<file path="config.mk">
export PLATFORM = sky130hd
export DESIGN_NAME = memoryStage
export DESIGN_NICKNAME = d
export VERILOG_FILES = /design/src/pipelinePkg.sv /design/src/memoryStage.sv
export SDC_FILE = /design/constraint.sdc
export NUM_CORES = 2
export LEC_CHECK = 0
export BUFFER_PORTS_ARGS = -buffer_cell sky130_fd_sc_hd__buf_2
export CAP_MARGIN = 0
export CORE_UTILIZATION = 30
export DETAILED_ROUTE_END_ITERATION = 7
export PLACE_DENSITY_LB_ADDON = 0.3
export RECOVER_POWER = 100
export SLEW_MARGIN = 20
export SYNTH_ARGS = -nofsm -noshare
export SYNTH_HDL_FRONTEND = slang
export SYNTH_SLANG_ARGS = --single-unit
</file>
<file path="constraint.sdc">
create_clock -name clk -period 2.45 [get_ports clk]
set_input_delay 0.49 -clock clk [delete_from_list [all_inputs] [get_ports clk]]
set_output_delay 0.49 -clock clk [all_outputs]
set_load 0.01 [all_outputs]
</file>
<file path="src/pipelinePkg.sv">
`default_nettype none

package pipelinePkg;

	////////////////////////////////////////////////////////////////////////////
	// widths and basic types
	////////////////////////////////////////////////////////////////////////////
	localparam int dataWidth = 32;
	localparam int regAddrWidth = 5;
	localparam int regCount = 2 ** regAddrWidth;

	typedef logic [dataWidth-1:0] word;
	typedef logic [regAddrWidth-1:0] regAddr;

	// memories hold whole words, indexed by byte address bits above [1:0]
	localparam int imemDepth = 64;
	localparam int imemAddrWidth = $clog2(imemDepth);
	localparam int dmemDepth = 64;
	localparam int dmemAddrWidth = $clog2(dmemDepth);

	localparam word pcStep = 32'd4;

	////////////////////////////////////////////////////////////////////////////
	// instruction encodings
	////////////////////////////////////////////////////////////////////////////
	localparam logic [5:0] opRType = 6'b000000;
	localparam logic [5:0] opAddi = 6'b001000;
	localparam logic [5:0] opLw = 6'b100011;
	localparam logic [5:0] opSw = 6'b101011;
	localparam logic [5:0] opBeq = 6'b000100;

	// function field of R-format
	localparam logic [5:0] fnAdd = 6'b100000;
	localparam logic [5:0] fnSub = 6'b100010;
	localparam logic [5:0] fnAnd = 6'b100100;
	localparam logic [5:0] fnOr = 6'b100101;
	localparam logic [5:0] fnSlt = 6'b101010;

	////////////////////////////////////////////////////////////////////////////
	// ALU operation classes and controls
	////////////////////////////////////////////////////////////////////////////
	// class chosen by decode, refined in execute
	typedef enum logic [1:0] {
		aluOpMem = 2'b00,
		aluOpBranch = 2'b01,
		aluOpFunct = 2'b10
	} aluOpClass;

	typedef enum logic [3:0] {
		aluAnd = 4'b0000,
		aluOr = 4'b0001,
		aluAdd = 4'b0010,
		aluSub = 4'b0110,
		aluSlt = 4'b0111
	} aluCtl;

endpackage

`default_nettype wire

</file>
<file path="src/memoryStage.sv">
`timescale 1ns/1ps
`default_nettype none

module memoryStage (
	input wire logic clk,
	input wire logic reset,
	input wire logic memRegWrite,
	input wire logic memToRegOut,
	input wire logic memRead,
	input wire logic memWrite,
	input wire logic memBranch,
	input wire pipelinePkg::word memAluResult,
	input wire logic memAluZero,
	input wire pipelinePkg::word memStoreData,
	input wire pipelinePkg::regAddr memDestReg,
	input wire pipelinePkg::word memBranchTarget,
	output logic pcRedirect,
	output pipelinePkg::word redirectTarget,
	output logic wbValid,
	output pipelinePkg::regAddr wbReg,
	output pipelinePkg::word wbData
);

	pipelinePkg::word dmem [pipelinePkg::dmemDepth];
	// unwritten words read as zero
	logic [pipelinePkg::dmemDepth-1:0] wordWritten;
	logic [pipelinePkg::dmemAddrWidth-1:0] wordIndex;
	pipelinePkg::word readData;

	logic wbMemToReg;
	pipelinePkg::word wbLoadData;
	pipelinePkg::word wbAluResult;

	// byte address from the ALU, low two bits dropped
	assign wordIndex = memAluResult[pipelinePkg::dmemAddrWidth+1:2];

	always_ff @(posedge clk) begin
		if (memWrite) begin
			dmem[wordIndex] <= memStoreData;
		end
	end

	always_ff @(posedge clk or posedge reset) begin
		if (reset) begin
			wordWritten <= '0;
		end else if (memWrite) begin
			wordWritten[wordIndex] <= 1'b1;
		end
	end

	assign readData = (memRead && wordWritten[wordIndex]) ? dmem[wordIndex] : '0;

	// beq taken when operands matched
	assign pcRedirect = memBranch && memAluZero;
	assign redirectTarget = memBranchTarget;

	////////////////////////////////////////////////////////////////////////////
	// MEM/WB and writeback select
	////////////////////////////////////////////////////////////////////////////
	always_ff @(posedge clk or posedge reset) begin
		if (reset) begin
			wbValid <= 1'b0;
			wbMemToReg <= 1'b0;
		end else begin
			wbValid <= memRegWrite && (memDestReg != '0);
			wbMemToReg <= memToRegOut;
		end
	end

	always_ff @(posedge clk) begin
		wbReg <= memDestReg;
		wbLoadData <= readData;
		wbAluResult <= memAluResult;
	end

	assign wbData = wbMemToReg ? wbLoadData : wbAluResult;

endmodule

`default_nettype wire

</file>
==> flow_summary.json <==
{
  "layout-drive-gt1-share_pct": 30.4,
  "clock-sinks": 2183,
  "gr-usage-all-layers_pct": 22.6,
  "timing.slew.headroom_pct": -40.3,
  "whs_ps": 143,
  "drt_iter0_drc": 7935,
  "yosysWarnings": 0,
  "synth-seq-cells": 2183,
  "grt_overflow": 0,
  "min_path_cells": 4,
  "min_path_type": "primary input to flip-flop",
  "firstDrtPassIters": 6,
  "multiInputGateArea_um2": 17800,
  "wirelength_um": 324000,
  "skew_ps": 87.8,
  "io_buffers": 115,
  "tightest_slew_ps": 2100,
  "critPathKind": "flip-flop to output port",
  "area_delta_synth_final_pct": 24.0,
  "fin_util_pct": 37.5,
  "antenna_left": 0,
  "synthTopCellsByArea": "edfxtp_1 (74%), mux4_2 (3.7%), mux2i_1 (2.9%)",
  "worst_r2r_path_depth": 8,
  "grt_pass1_vias": 49300,
  "yosysUniqueCellTypes": 62,
  "grt_setup_unrepaired": "yes",
  "netlist_area_um2": 83600,
  "numCtsBuffers": 237,
  "wl_per_cell_um": 35.0,
  "setup_viol": 1475,
  "final_hold_viol_count": 0,
  "cts_tree": "done",
  "path_clk_slew_ps": 50,
  "synthTopCellsByCount": "edfxtp_1 (2,048), a221oi_1 (267), mux2i_1 (240)",
  "tns_ps": -134390,
  "max_freq_mhz": 364,
  "startpoint": "wbMemToReg",
  "insertion_delay_ps": 910,
  "die_y_um": 530,
  "crit_slowest_cell": "dfrtp_4",
  "violations": "capacitance limit, slew limit, setup timing",
  "die-area_um2": 281000,
  "drt-vias-per-instance": 5.56,
  "num_rows": 193,
  "synth_edf_count": 2048,
  "pwr-share-comb_pct": 7.0,
  "yosysSeqAreaShare_pct": 77.2,
  "crit_path_max_fanout": 20,
  "regArea_um2": 64500,
  "numPlacedInstances": 8767,
  "clock-root-buffer": "clkbuf_16",
  "p_clk_share_pct": 42.5,
  "gp_routability_congestion": 0.870,
  "ys.flop_type": "edfxtp_1",
  "swShare_pct": 22.8,
  "start_kind": "flip-flop",
  "io_pins": 180,
  "antenna_found_initial": 20,
  "worst_path_largest_cell_delay_ps": 500,
  "place_hpwl_um": 205000,
  "worstHoldStart": "memRead",
  "die_width_um": 530,
  "fill_cells": 25600,
  "synth_top_area_cell": "edfxtp_1",
  "syn_nets": 4647,
  "fin_cells": 9247,
  "post_synth.cell_area_avg_um2": 18.4,
  "setup_slack_ps": -298,
  "crit_arrival_ps": 2260,
  "drc": 0,
  "leakagePower_nw": 34.4,
  "fin_crit_ps": 2750,
  "timing.final.max_slew_violations": 800,
  "final_net_count": 5450,
  "powerDensity_nw_per_um2": 794,
  "clockBufferDepth": 4,
  "synthArstFlopShare_pct": 3.02,
  "cp.required_ps": 1960,
  "syn_inst": 4538,
  "htree_levels": 4,
  "start_util_pct": 30.2,
  "yosys.area.top_type_share_pct": 73.6,
  "endpoint_kind": "output port",
  "grt_max_degree": 65,
  "vias": 51400,
  "final.period_utilization_pct": 112,
  "seq_power_share_pct": 50.5,
  "vdd_drop_max_mv": 0.729,
  "worstPathCellList": "buf_12, mux2_4, buf_2",
  "grt_pass1_wl_um": 434000,
  "internal_power_w": 0.0636,
  "r2r_start": "wordWritten[40]",
  "power_switching_w": 0.0188,
  "maxCapViolations": 15,
  "status": "finished, violations left",
  "coreArea_um2": 277000,
  "synth_most_common_cell": "edfxtp_1"
}
registers in the layout, summed over array words and instances (netlist names):
| register | count |
|---|---|
| dmem | 2048 |
| wbAluResult | 32 |
| wbLoadData | 32 |
| wbMemToReg | 1 |
| wbReg | 5 |
| wbValid | 1 |
| wordWritten | 64 |
worst paths after layout:
path / endpoint / slack, ps
max in group asynchronous: wordWritten[0] / 410
max: wbData[24] / -300
min reg2reg: wordWritten[48] / 470
max reg2reg: wbLoadData[17] / -30
min in group asynchronous: wbMemToReg / 550
min: wbLoadData[5] / 140
power groups by stage:
stage          registers, W  clock network (W)  logic (W)
6_report             0.0416             0.0350    0.00576
2_1_floorplan        0.0422                  0    0.00256
5_1_grt              0.0416             0.0368    0.00595
4_1_cts              0.0415             0.0354    0.00578
3_5_place_dp         0.0423                  0    0.00570
3_3_place_gp         0.0423                  0    0.00567
cells by family after synthesis:
family          after synthesis  share of synthesized area (%)
buf+inv                     348                           2.19
mux                         594                           9.54
compound gates              932                           8.53
simple gates                481                           2.54
flops                      2183                           77.2
per-layer routing:
metal	GRT usage (%)	part of all wire (%)	wire length, um
met5	0	0.0093	30
met4	6.44	3.4	11100
met3	4.42	10	33400
met2	35.8	46	149000
met1	31.5	40	131000
final cells by class:
class	count	area share, %
clock buffers	328	6.31
clock inverters	102	0.945
multi-input cells	2007	17.2
repair buffers	908	8.80
diodes	10	0.0241
flip-flops and latches	2183	62.3
inverters	4	0.0314
well taps	3705	4.47
layout by cell type (no fill, tap or decap), types with 40 or more instances in the layout:
cell       count
a221o_1       41
dfrtp_1       65
o22ai_1      104
nor2_4        41
clkbuf_1     118
nor2_1       150
or2_2         68
a21oi_1      117
buf_12       186
clkbuf_16    239
nand2_1      137
o21ai_0       96
a22oi_1       98
dfxtp_1       69
buf_2         79
mux2_2       203
clkinv_1      40
a221oi_1     267
mux2i_1      240
mux4_2       138
edfxtp_1    2048
buf_4        442
timing repair:
action	4_1_cts	5_1_grt
endpoints found under the hold margin	68	0
resized for setup	13	10
cloned	0	1
pin swaps	1	0
hold buffers	37	0
setup buffers	2	0
endpoints found under the setup margin	41	36
per-stage QoR:
stage / total power (W) / cell area, um^2 / setup WS [ps]
2_1_floorplan: 0.0447 / 84300 / -36.5
3_3_place_gp: 0.0480 / 96800 / -462
3_5_place_dp: 0.0480 / 96800 / -456
4_1_cts: 0.0827 / 105000 / -320
5_1_grt: 0.0843 / 104000 / -313
6_report: 0.0824 / 104000 / -298
worst max-delay path: cells and delay by family (launching register included):
family / cells / cell delay, ps
flip-flops: 1 / 500
multiplexers: 1 / 410
buffers and inverters: 2 / 320
Note: power is estimated with default switching activity, not from simulation.
