**src/pipelinePkg.sv**
```systemverilog
`default_nettype none

package pipelinePkg;

	////////////////////////////////////////////////////////////////////////////
	// widths and basic types
	////////////////////////////////////////////////////////////////////////////
	localparam int dataWidth = 32;
	localparam int regAddrWidth = 5;
	localparam int regCount = 2 ** regAddrWidth;

	typedef logic [dataWidth-1:0] word;
	typedef logic [regAddrWidth-1:0] regAddr;

	// memories hold whole words, indexed by byte address bits above [1:0]
	localparam int imemDepth = 64;
	localparam int imemAddrWidth = $clog2(imemDepth);
	localparam int dmemDepth = 64;
	localparam int dmemAddrWidth = $clog2(dmemDepth);

	localparam word pcStep = 32'd4;

	////////////////////////////////////////////////////////////////////////////
	// instruction encodings
	////////////////////////////////////////////////////////////////////////////
	localparam logic [5:0] opRType = 6'b000000;
	localparam logic [5:0] opAddi = 6'b001000;
	localparam logic [5:0] opLw = 6'b100011;
	localparam logic [5:0] opSw = 6'b101011;
	localparam logic [5:0] opBeq = 6'b000100;

	// function field of R-format
	localparam logic [5:0] fnAdd = 6'b100000;
	localparam logic [5:0] fnSub = 6'b100010;
	localparam logic [5:0] fnAnd = 6'b100100;
	localparam logic [5:0] fnOr = 6'b100101;
	localparam logic [5:0] fnSlt = 6'b101010;

	////////////////////////////////////////////////////////////////////////////
	// ALU operation classes and controls
	////////////////////////////////////////////////////////////////////////////
	// class chosen by decode, refined in execute
	typedef enum logic [1:0] {
		aluOpMem = 2'b00,
		aluOpBranch = 2'b01,
		aluOpFunct = 2'b10
	} aluOpClass;

	typedef enum logic [3:0] {
		aluAnd = 4'b0000,
		aluOr = 4'b0001,
		aluAdd = 4'b0010,
		aluSub = 4'b0110,
		aluSlt = 4'b0111
	} aluCtl;

endpackage

`default_nettype wire

```
**src/fetchStage.sv**
```systemverilog
`timescale 1ns/1ps
`default_nettype none

module fetchStage (
	input wire logic clk,
	input wire logic reset,
	input wire logic run,
	input wire logic loadValid,
	input wire logic [pipelinePkg::imemAddrWidth-1:0] loadAddr,
	input wire pipelinePkg::word loadData,
	output logic loadReady,
	input wire logic pcRedirect,
	input wire pipelinePkg::word redirectTarget,
	output pipelinePkg::word idInstr,
	output pipelinePkg::word idPcNext
);

	pipelinePkg::word pc;
	pipelinePkg::word pcNext;
	pipelinePkg::word fetched;
	logic [pipelinePkg::imemAddrWidth-1:0] fetchIndex;

	pipelinePkg::word imem [pipelinePkg::imemDepth];
	// words not loaded since reset read back as bubbles
	logic [pipelinePkg::imemDepth-1:0] wordLoaded;

	// loading only while the core is idle
	assign loadReady = !run;

	////////////////////////////////////////////////////////////////////////////
	// instruction memory
	////////////////////////////////////////////////////////////////////////////
	always_ff @(posedge clk) begin
		if (loadValid && loadReady) begin
			imem[loadAddr] <= loadData;
		end
	end

	always_ff @(posedge clk or posedge reset) begin
		if (reset) begin
			wordLoaded <= '0;
		end else if (loadValid && loadReady) begin
			wordLoaded[loadAddr] <= 1'b1;
		end
	end

	assign fetchIndex = pc[pipelinePkg::imemAddrWidth+1:2];
	assign fetched = wordLoaded[fetchIndex] ? imem[fetchIndex] : '0;

	////////////////////////////////////////////////////////////////////////////
	// program counter
	////////////////////////////////////////////////////////////////////////////
	assign pcNext = pc + pipelinePkg::pcStep;

	always_ff @(posedge clk or posedge reset) begin
		if (reset) begin
			pc <= '0;
		end else if (!run) begin
			pc <= '0;
		end else if (pcRedirect) begin
			// taken beq from the memory stage
			pc <= redirectTarget;
		end else begin
			pc <= pcNext;
		end
	end

	// IF/ID, all-zero word is a bubble while idle
	always_ff @(posedge clk or posedge reset) begin
		if (reset) begin
			idInstr <= '0;
		end else begin
			idInstr <= run ? fetched : '0;
		end
	end

	always_ff @(posedge clk) begin
		idPcNext <= pcNext;
	end

endmodule

`default_nettype wire

```
**config.mk**
```make
export PLATFORM = sky130hd
export DESIGN_NAME = fetchStage
export DESIGN_NICKNAME = d
export VERILOG_FILES = /design/src/pipelinePkg.sv /design/src/fetchStage.sv
export SDC_FILE = /design/constraint.sdc
export NUM_CORES = 2
export LEC_CHECK = 0
export ABC_AREA = 1
export BUFFER_PORTS_ARGS = -buffer_cell sky130_fd_sc_hd__buf_4
export CORE_ASPECT_RATIO = 1.2
export CORE_MARGIN = 1.5
export CORE_UTILIZATION = 40
export DETAILED_ROUTE_END_ITERATION = 8
export PLACE_DENSITY = 0.63
export SLEW_MARGIN = 30
export SYNTH_ARGS = -nofsm -noshare
export SYNTH_HDL_FRONTEND = slang
export SYNTH_SLANG_ARGS = --single-unit
```
**constraint.sdc**
```tcl
create_clock -name clk -period 8.95 [get_ports clk]
set_input_delay 0.895 -clock clk [delete_from_list [all_inputs] [get_ports clk]]
set_output_delay 0.895 -clock clk [all_outputs]
set_load 0.02 [all_outputs]
```
==> out/metrics.yaml <==
drtIter0Drc: 6846
areaGrowthSynthToFinish_pct: 12.3
cp_max_fo: 163
drive_above_1_share_pct: 8.63
finalSetupViolCount: 0
skew_ps: 31.6
netlist_instances: 7678
ir_worst_vdd_uv: 202
grt_pass1_wl_um: 379000
drv_cap: 0
crit_top_cell: "nor2_1"
grt_use_total_pct: 22.7
io_buffer_count: 139
critPathSlowestCell: "buf_4"
start_kind: "flop"
slowest_delay_ps: 740
drt.antenna.violating_nets: 0
switching_share_pct: 24.1
yosysSeqAreaShare_pct: 73.3
vias: 58600
drv_slew: 0
synthesis.area_um2: 89100
hold_viol: 0
period_share_pct: 50.9
power_frac_comb_pct: 8.2
place_ws_ps: 4490
vias_per_cell: 5.40
hpwl_um: 139000
clk_pin_slew_ps: 70
postCtsSetupRepairBufs: 0
yosysWarningCount: 0
p_switching_mw: 5.31
max_freq_mhz: 219
ff_latch_area_um2: 65400
p_int_mw: 16.7
end_kind: "flop"
grt_overflow_total: 0
synth_fp_nets: 7754
fill_cells: 19700
wire_per_inst_um: 23.9
place_congestion: 0.859
hold-worst-slack_ps: 151
ys_types: 32
ys_seq_elements: 2208
hold_path.class: "in2async"
layout_setup_ws_ps: 4390
clock-sinks: 2208
grt_max_degree: 201
start_util_pct: 40.3
rows: 189
rsz0062_at_grt: "false"
grt_pass1_vias: 56300
pin_count: 140
cts_root_buf: "clkbuf_16"
fin_nets: 7780
numCtsBuffers: 208
p_leak_nw: 35.3
worst_slew_pin_slew_ps: 1210
clk_latency_ps: 880
core_um2: 221000
first_pass_iters: 7
finalCriticalPeriod_ps: 4560
dieArea_um2: 226000
critPathRequiredTime_ps: 9720
drc: 0
cts.htree.levels: 4
maxSlewHeadroom_pct: 19.1
hold_buffers: 0
antenna_found_initial: 8
tritoncts: "built"
power_frac_clock_pct: 39.9
cts_buffer_depth: 3
fp.dieH_um: 520
routed_wl_um: 259000
crit_type: "reg2reg"
crit_chain: "buf_16 -> inv_8 -> buf_12 -> buf_4 -> nor2_1 -> nor2_1 -> o21ai_1 -> nand2_1 -> nand2_1 -> nand3_1 -> nor2_1 -> nor2_1 -> nor2_1 -> nor2_1"
run_status: "finished clean"
cp.arrival_ps: 5330
seqPwrFrac_pct: 51.9
cts_resized: 0
critical_path.top_delay_family: "buffers and inverters"
die_w_um: 434
syn_avg_cell_area_um2: 11.6
multiInputGateArea_um2: 21100
critPathBufInv: 4
p_per_area_nw_per_um2: 220
tns_ps: 0
## worst reg2reg max path, stage by stage, from the launching register on
cell and delay [ps]:
dfrtp_4 610, buf_16 280, inv_8 530, buf_12 580
buf_4 1010, nor2_1 90, nor2_1 100, o21ai_1 90
nand2_1 120, nand2_1 60, nand3_1 150, nor2_1 90
nor2_1 540, nor2_1 90, nor2_1 120
## metrics by stage
step | cells | area [um^2] | util (%) | power [mW]
after global routing | 10900 | 100000 | 45.3 | 22.7
after CTS | 10800 | 100000 | 45.2 | 22.1
after detailed placement | 10500 | 93300 | 42.2 | 13.4
final | 10900 | 100000 | 45.3 | 22.0
after floorplan | 7678 | 89100 | - | 12.7
after global placement | 10500 | 93200 | 42.1 | 13.4
## sequential cells by signal, summed over array words and instances, names as in the netlist
| signal | count |
|---|---|
| idInstr | 32 |
| pc | 32 |
| imem | 2048 |
| idPcNext | 32 |
| wordLoaded | 64 |
## routing by layer
layer  share of wire (%)  up-vias  wire, um  track usage, %
met3                 8.3      488     21400            3.55
met4                 4.0        2     10400            8.90
li1                    -    26600         -               -
met1                  39    29000    102000            30.0
met5              0.0039        -        10               0
met2                  48     2586    125000            37.6
## cell usage after synthesis
cell type | number | share of area (%)
nor3_2 | 1 | 0.011
o21ai_0 | 842 | 4.7
xor2_1 | 18 | 0.18
inv_1 | 220 | 0.93
nor4_1 | 2 | 0.014
xnor2_1 | 5 | 0.049
a22o_1 | 16 | 0.16
buf_4 | 78 | 0.66
o211ai_1 | 112 | 0.94
and2_1 | 1 | 0.0070
nor2_1 | 1808 | 7.6
nand2_1 | 1235 | 5.2
clkbuf_1 | 188 | 0.79
nor2_2 | 3 | 0.021
inv_2 | 4 | 0.017
nand3_1 | 462 | 2.6
dfrtp_1 | 128 | 3.6
clkinv_1 | 2 | 0.0084
buf_2 | 118 | 0.66
o21ai_1 | 125 | 0.70
a21oi_1 | 93 | 0.52
dfxtp_1 | 32 | 0.72
o22ai_1 | 5 | 0.035
nand4_1 | 9 | 0.063
edfxtp_1 | 2048 | 69
ha_1 | 1 | 0.014
nand3b_1 | 1 | 0.0084
buf_1 | 66 | 0.28
and3_1 | 1 | 0.0070
or2_2 | 30 | 0.21
nor3_1 | 12 | 0.067
buf_6 | 12 | 0.15
## cell families (layout without fill, tap and decap cells)
group | after synthesis | count (layout) | share of synthesized area, %
AO/OA/AOI/OAI | 1193 | 1193 | 7.09
XOR/XNOR | 23 | 23 | 0.226
AND/OR/NAND/NOR | 3565 | 3565 | 15.8
other | 0 | 8 | 0
flip-flops | 2208 | 2208 | 73.3
adder cells (fa/ha/maj) | 1 | 1 | 0.0140
buffers and inverters | 688 | 899 | 3.49
## layout make-up
cell class	count	area share, %
Clock buffer	285	5.61
Inverter	226	0.880
Clock inverter	110	1.14
Antenna cell	8	0.0200
Multi-Input combinational cell	4782	21.1
Tap cell	2960	3.70
Sequential cell	2208	65.3
Timing Repair Buffer	278	2.23
## power by group through the flow
stage	Clock [mW]	Sequential [mW]	Combinational (mW)
global placement	0	11.7	1.75
global route	9.28	11.4	1.98
CTS	8.88	11.4	1.79
finish	8.80	11.4	1.81
floorplan	0	11.6	1.06
detailed placement	0	11.7	1.78
## worst paths after layout
path / start / cells after the start / slack, ps / endpoint
max: pc[2] / 14 / 4390 / idInstr[1]
min in group clk: redirectTarget[30] / 3 / 240 / pc[30]
min: reset / 2 / 150 / pc[25]
min reg2reg: pc[0] / 0 / 370 / idPcNext[0]
max in group asynchronous: reset / 3 / 7520 / idInstr[15]
max reg2reg: pc[2] / 14 / 4390 / idInstr[1]
## cells in the final DEF (no fill, tap or decap), drive strengths merged
cell      count
a21oi        93
a22o         16
and2          1
and3          1
buf         278
bufinv       17
clkbuf      285
clkinv       81
clkinvlp      6
dfrtp       128
dfxtp        32
diode         8
edfxtp     2048
ha            1
inv         232
nand2      1235
nand3       462
nand3b        1
nand4         9
nor2       1811
nor3         13
nor4          2
o211ai      112
o21ai       967
o22ai         5
or2          30
xnor2         5
xor2         18
(Power assumes the default switching activity.)
