$ cat src/pipelinePkg.sv
`default_nettype none

package pipelinePkg;

	////////////////////////////////////////////////////////////////////////////
	// widths and basic types
	////////////////////////////////////////////////////////////////////////////
	localparam int dataWidth = 32;
	localparam int regAddrWidth = 5;
	localparam int regCount = 2 ** regAddrWidth;

	typedef logic [dataWidth-1:0] word;
	typedef logic [regAddrWidth-1:0] regAddr;

	// memories hold whole words, indexed by byte address bits above [1:0]
	localparam int imemDepth = 64;
	localparam int imemAddrWidth = $clog2(imemDepth);
	localparam int dmemDepth = 64;
	localparam int dmemAddrWidth = $clog2(dmemDepth);

	localparam word pcStep = 32'd4;

	////////////////////////////////////////////////////////////////////////////
	// instruction encodings
	////////////////////////////////////////////////////////////////////////////
	localparam logic [5:0] opRType = 6'b000000;
	localparam logic [5:0] opAddi = 6'b001000;
	localparam logic [5:0] opLw = 6'b100011;
	localparam logic [5:0] opSw = 6'b101011;
	localparam logic [5:0] opBeq = 6'b000100;

	// function field of R-format
	localparam logic [5:0] fnAdd = 6'b100000;
	localparam logic [5:0] fnSub = 6'b100010;
	localparam logic [5:0] fnAnd = 6'b100100;
	localparam logic [5:0] fnOr = 6'b100101;
	localparam logic [5:0] fnSlt = 6'b101010;

	////////////////////////////////////////////////////////////////////////////
	// ALU operation classes and controls
	////////////////////////////////////////////////////////////////////////////
	// class chosen by decode, refined in execute
	typedef enum logic [1:0] {
		aluOpMem = 2'b00,
		aluOpBranch = 2'b01,
		aluOpFunct = 2'b10
	} aluOpClass;

	typedef enum logic [3:0] {
		aluAnd = 4'b0000,
		aluOr = 4'b0001,
		aluAdd = 4'b0010,
		aluSub = 4'b0110,
		aluSlt = 4'b0111
	} aluCtl;

endpackage

`default_nettype wire

$ cat src/decodeStage.sv
`timescale 1ns/1ps
`default_nettype none

module decodeStage (
	input wire logic clk,
	input wire logic reset,
	input wire pipelinePkg::word idInstr,
	input wire pipelinePkg::word idPcNext,
	input wire logic wbValid,
	input wire pipelinePkg::regAddr wbReg,
	input wire pipelinePkg::word wbData,
	output logic exRegWrite,
	output logic exMemToReg,
	output logic exMemRead,
	output logic exMemWrite,
	output logic exBranch,
	output logic exAluSrc,
	output logic exRegDst,
	output pipelinePkg::aluOpClass exAluOp,
	output pipelinePkg::word exRsData,
	output pipelinePkg::word exRtData,
	output pipelinePkg::word exImm,
	output pipelinePkg::regAddr exRt,
	output pipelinePkg::regAddr exRd,
	output logic [5:0] exFunct,
	output pipelinePkg::word exPcNext
);

	logic [5:0] opcode;
	pipelinePkg::regAddr rs;
	pipelinePkg::regAddr rt;
	pipelinePkg::regAddr rd;
	pipelinePkg::word rsData;
	pipelinePkg::word rtData;
	pipelinePkg::word imm;

	logic regWrite;
	logic memToReg;
	logic memRead;
	logic memWrite;
	logic branch;
	logic aluSrc;
	logic regDst;
	pipelinePkg::aluOpClass aluOp;

	// instruction fields
	assign opcode = idInstr[31:26];
	assign rs = idInstr[25:21];
	assign rt = idInstr[20:16];
	assign rd = idInstr[15:11];
	assign imm = {{16{idInstr[15]}}, idInstr[15:0]};

	registerFile registerFile_inst (
		.clk(clk),
		.reset(reset),
		.rsAddr(rs),
		.rtAddr(rt),
		.rsData(rsData),
		.rtData(rtData),
		.writeEnable(wbValid),
		.writeAddr(wbReg),
		.writeData(wbData)
	);

	////////////////////////////////////////////////////////////////////////////
	// main control
	////////////////////////////////////////////////////////////////////////////
	always_comb begin
		regWrite = 1'b0;
		memToReg = 1'b0;
		memRead = 1'b0;
		memWrite = 1'b0;
		branch = 1'b0;
		aluSrc = 1'b0;
		regDst = 1'b0;
		aluOp = pipelinePkg::aluOpMem;
		case (opcode)
			pipelinePkg::opRType: begin
				regWrite = 1'b1;
				regDst = 1'b1;
				aluOp = pipelinePkg::aluOpFunct;
			end
			pipelinePkg::opAddi: begin
				regWrite = 1'b1;
				aluSrc = 1'b1;
			end
			pipelinePkg::opLw: begin
				regWrite = 1'b1;
				memToReg = 1'b1;
				memRead = 1'b1;
				aluSrc = 1'b1;
			end
			pipelinePkg::opSw: begin
				memWrite = 1'b1;
				aluSrc = 1'b1;
			end
			pipelinePkg::opBeq: begin
				branch = 1'b1;
				aluOp = pipelinePkg::aluOpBranch;
			end
			// unknown opcodes pass as bubbles
			default: begin
				regWrite = 1'b0;
			end
		endcase
	end

	// ID/EX control
	always_ff @(posedge clk or posedge reset) begin
		if (reset) begin
			exRegWrite <= 1'b0;
			exMemToReg <= 1'b0;
			exMemRead <= 1'b0;
			exMemWrite <= 1'b0;
			exBranch <= 1'b0;
			exAluSrc <= 1'b0;
			exRegDst <= 1'b0;
			exAluOp <= pipelinePkg::aluOpMem;
		end else begin
			exRegWrite <= regWrite;
			exMemToReg <= memToReg;
			exMemRead <= memRead;
			exMemWrite <= memWrite;
			exBranch <= branch;
			exAluSrc <= aluSrc;
			exRegDst <= regDst;
			exAluOp <= aluOp;
		end
	end

	// ID/EX operands
	always_ff @(posedge clk) begin
		exRsData <= rsData;
		exRtData <= rtData;
		exImm <= imm;
		exRt <= rt;
		exRd <= rd;
		exFunct <= idInstr[5:0];
		exPcNext <= idPcNext;
	end

endmodule

`default_nettype wire

$ cat src/registerFile.sv
`timescale 1ns/1ps
`default_nettype none

module registerFile (
	input wire logic clk,
	input wire logic reset,
	input wire pipelinePkg::regAddr rsAddr,
	input wire pipelinePkg::regAddr rtAddr,
	output pipelinePkg::word rsData,
	output pipelinePkg::word rtData,
	input wire logic writeEnable,
	input wire pipelinePkg::regAddr writeAddr,
	input wire pipelinePkg::word writeData
);

	pipelinePkg::word regs [pipelinePkg::regCount];
	logic rsHit;
	logic rtHit;

	always_ff @(posedge clk or posedge reset) begin
		if (reset) begin
			for (int i = 0; i < pipelinePkg::regCount; i++) begin
				regs[i] <= '0;
			end
		end else if (writeEnable && writeAddr != '0) begin
			regs[writeAddr] <= writeData;
		end
	end

	// same-cycle write is visible to the reader
	assign rsHit = writeEnable && (writeAddr == rsAddr);
	assign rtHit = writeEnable && (writeAddr == rtAddr);

	// $0 always reads zero
	assign rsData = (rsAddr == '0) ? '0 :
		rsHit ? writeData : regs[rsAddr];
	assign rtData = (rtAddr == '0) ? '0 :
		rtHit ? writeData : regs[rtAddr];

endmodule

`default_nettype wire

$ cat config.mk
export PLATFORM = sky130hd
export DESIGN_NAME = decodeStage
export DESIGN_NICKNAME = d
export VERILOG_FILES = /design/src/pipelinePkg.sv /design/src/decodeStage.sv /design/src/registerFile.sv
export SDC_FILE = /design/constraint.sdc
export NUM_CORES = 2
export LEC_CHECK = 0
export ABC_AREA = 1
export BUFFER_PORTS_ARGS = -buffer_cell sky130_fd_sc_hd__buf_2
export CAP_MARGIN = 20
export CORE_MARGIN = 2
export CORE_UTILIZATION = 50
export CTS_BUF_LIST = sky130_fd_sc_hd__clkbuf_4 sky130_fd_sc_hd__clkbuf_8 sky130_fd_sc_hd__clkbuf_16
export DETAILED_ROUTE_END_ITERATION = 12
export GPL_TIMING_DRIVEN = 1
export MAX_ROUTING_LAYER = met4
export PLACE_DENSITY = 0.7
export SLEW_MARGIN = 20
export SYNTH_ARGS = -nofsm -noshare
export SYNTH_HDL_FRONTEND = slang
export SYNTH_HIERARCHICAL = 1
export SYNTH_SLANG_ARGS = --single-unit
$ cat constraint.sdc
create_clock -name clk -period 46.3 [get_ports clk]
set_input_delay 4.63 -clock clk [delete_from_list [all_inputs] [get_ports clk]]
set_output_delay 4.63 -clock clk [all_outputs]
set_load 0.03 [all_outputs]
==> results.tsv <==
stage	metric	value	unit
pwr	total_power	0.002931	W
global_routing	grt_pass1_wl	341300	microns
setup_path	required	47000	ps
clock_network	insertion_delay	780	ps
setup_path	crit_arrival	8960	ps
setup_path	startpoint	idInstr[23]	
floorplan	ios	257	
timing	finalSetupViolCount	0	
timing	fin_skew	22.07	ps
drt	wl_per_cell	22.58	microns
drt	dr.pass1.iters	9	
pwr	powerDensity	43.99	nW/um^2
floorplan	die_y	353.5	microns
place	port_buffers	256	
drt	drc_errors	0	
pwr	ir_drop	41.15	uV
drt	viasPerCell	6.023	
clock_network	postCtsHoldBufs	0	
global_routing	grt_max_degree	241	
status	status	complete, no violations	
synth	synth-seq-area-share	46.07	%
setup_path	path_class	input pin to flip-flop	
timing	drv_slew	0	
setup_path	crit_fanout	36	
clock_network	postCtsResizedCells	0	
place	dp_hpwl	114300	microns
clock_network	post_cts_buffers	0	
synth	syn_nets	8699	
floorplan	row_count	128	
global_routing	grt-ovfl-total	0	
clock_network	clk_pin_slew_worst_paths	60	ps
drt	drt-total-wl	226700	microns
synth	syn_area_per_cell	7.108	sq um
setup_path	r2r_start	registerFile_inst/regs[113]	
timing	finalCritPeriodShare	17.83	%
timing	rsz0062_at_grt	no	
synth	synth-warning-count	6	
finish	final_common_cell	nand2_1	
clock_network	cts.sinks	1148	
finish	fillCellCount	11410	
min_path	min_path_type	flip-flop to flip-flop	
synth	ys_ff_latch	1148	
synth	synth_cell_types	29	
floorplan	die-area	125000	sq um
drt	drt_iter0_drc	9285	
finish	layout_common_cells	nand2_1, o21ai_0, dfrtp_1, nand3_1, inv_1	
clock_network	clock-root-buffer	clkbuf_16	
finish	syn_to_final_growth	9.090	%
global_routing	grt_usage	36.66	%
global_routing	antenna_found_initial	7	
run	maxCapViolCount	0	
floorplan	initial_core_util	50.26	%
timing	max_freq	121.1	MHz
timing	setup_tns	0	ps
finish	nets	8404	
synth	netlist_area	61090	sq um
timing	period_minus_slack	8254	ps
global_routing	grt_pass1_vias	55540	
clock_network	cts_htree_levels	4	
synth	netlist_instances	8595	
clock_network	cts_tree	yes	
timing	hold_viol	0	
timing	worst_pin_slew	1398	ps
drt	vias	60470	
setup_path	worst_setup_path_start_kind	input pin	
finish	final_cells	10040	
timing	maxSlewHeadroom	6.818	%
clock_network	clk_path_buf_depth	3	
pwr	p_leak	32.30	nW
finish	drive_gt1_share	8.335	%
clock_network	cts_buffers	132	
place	placedCellCount	9790	
place	gp_congestion	0.8681	
drt	ant_nets	0	
floorplan	core-area	121600	sq um
setup_path	endpoint_kind	flip-flop	
min_path	worstHoldStart	registerFile_inst/regs[1011]	
floorplan	die_w	353.5	microns
## cell usage after synthesis (all sizes together)
cell type | n | share of area [%]
clkinv | 4 | 0.025
nor3 | 11 | 0.21
o211ai | 223 | 2.7
nand2 | 2643 | 16
nor2 | 411 | 2.6
inv | 633 | 3.9
nand3 | 1002 | 8.2
dfxtp | 117 | 3.8
or2 | 50 | 0.51
buf | 295 | 2.5
o21ai | 1395 | 11
dfrtp | 1031 | 42
nand4 | 2 | 0.020
o22ai | 6 | 0.061
a21oi | 305 | 2.5
clkbuf | 467 | 2.9
## worst paths after layout
kind | cells past startpoint | to | slack [ps]
worst min-delay path | 0 | registerFile_inst/regs[1011] | 380
worst max-delay path | 11 | exRsData[17] | 38050
max in group asynchronous | 6 | registerFile_inst/regs[506] | 38370
worst min register to register | 0 | registerFile_inst/regs[1011] | 380
min in group asynchronous | 2 | exBranch | 3840
worst max register to register | 9 | exRtData[17] | 44700
## worst max-delay path: stages
cell      delay (ps)
buf_4            630
clkinv_2        1040
nor2_4           780
buf_4            580
buf_4            610
nand3_1          160
nand2_1           90
a21oi_1           50
nand2_1          100
nand2_1           60
a21oi_1          130
## routing by layer
metal	vias to the layer above	track usage, %	routed length [microns]
li1	27260	-	-
met1	28400	49.28	89180
met2	4077	52.36	95580
met3	739	8.613	30420
met4	0	17.22	11500
met5	-	-	0
## flip-flops by register name, indices dropped and copies added (netlist names)
signal,count
registerFile_inst/regs,1024
exAluOp,1
exPcNext,32
exRegDst,1
exRtData,32
exRsData,32
exFunct,5
exAluSrc,1
exMemRead,1
exMemWrite,1
exRegWrite,1
exBranch,1
exRt,5
exRd,4
exImm,7
## through the flow
| step | utilization, % | hold WS [ps] | instance area, sq um | worst slack, ps |
|---|---|---|---|---|
| global route | 54.82 | 384.0 | 66640 | 37750 |
| CTS | 54.79 | 378.6 | 66600 | 38210 |
| global placement | 51.05 | 365.0 | 62050 | 37400 |
| detailed placement | 51.09 | 365.6 | 62110 | 37400 |
| floorplan | - | 429.0 | 61090 | 12850 |
| finish | 54.82 | 377.6 | 66640 | 38050 |
## power by group
group	switching (W)	internal, W	total [W]
logic	0.000362	0.000185	0.000546
registers	0.000122	0.00118	0.00130
clock network	0.000443	0.000641	0.00108
total	0.000926	0.00201	0.00293
## cell type report
cell class                      count  area [sq um]  share of cell area [%]
Clock buffer                      194          3953                   5.931
Tap cell                         1625          2033                   3.051
Sequential cell                  1148         28140                   42.23
Clock inverter                     50         536.8                  0.8054
Antenna cell                        6         15.01                 0.02253
Timing Repair Buffer              333          2061                   3.092
Multi-Input combinational cell   6048         27470                   41.22
Inverter                          637          2430                   3.646
## cell families (layout without fill, tap and decap cells)
| kind of cell | Yosys count | after routing | synth area share, % |
|---|---|---|---|
| AO/OA/AOI/OAI | 1929 | 1929 | 16.73 |
| AND/OR/NAND/NOR | 4119 | 4119 | 27.94 |
| flip-flops | 1148 | 1148 | 46.07 |
| buffers and inverters | 1399 | 1214 | 9.266 |
| other | 0 | 6 | 0 |
No activity file was read; power rests on OpenSTA's default activity.
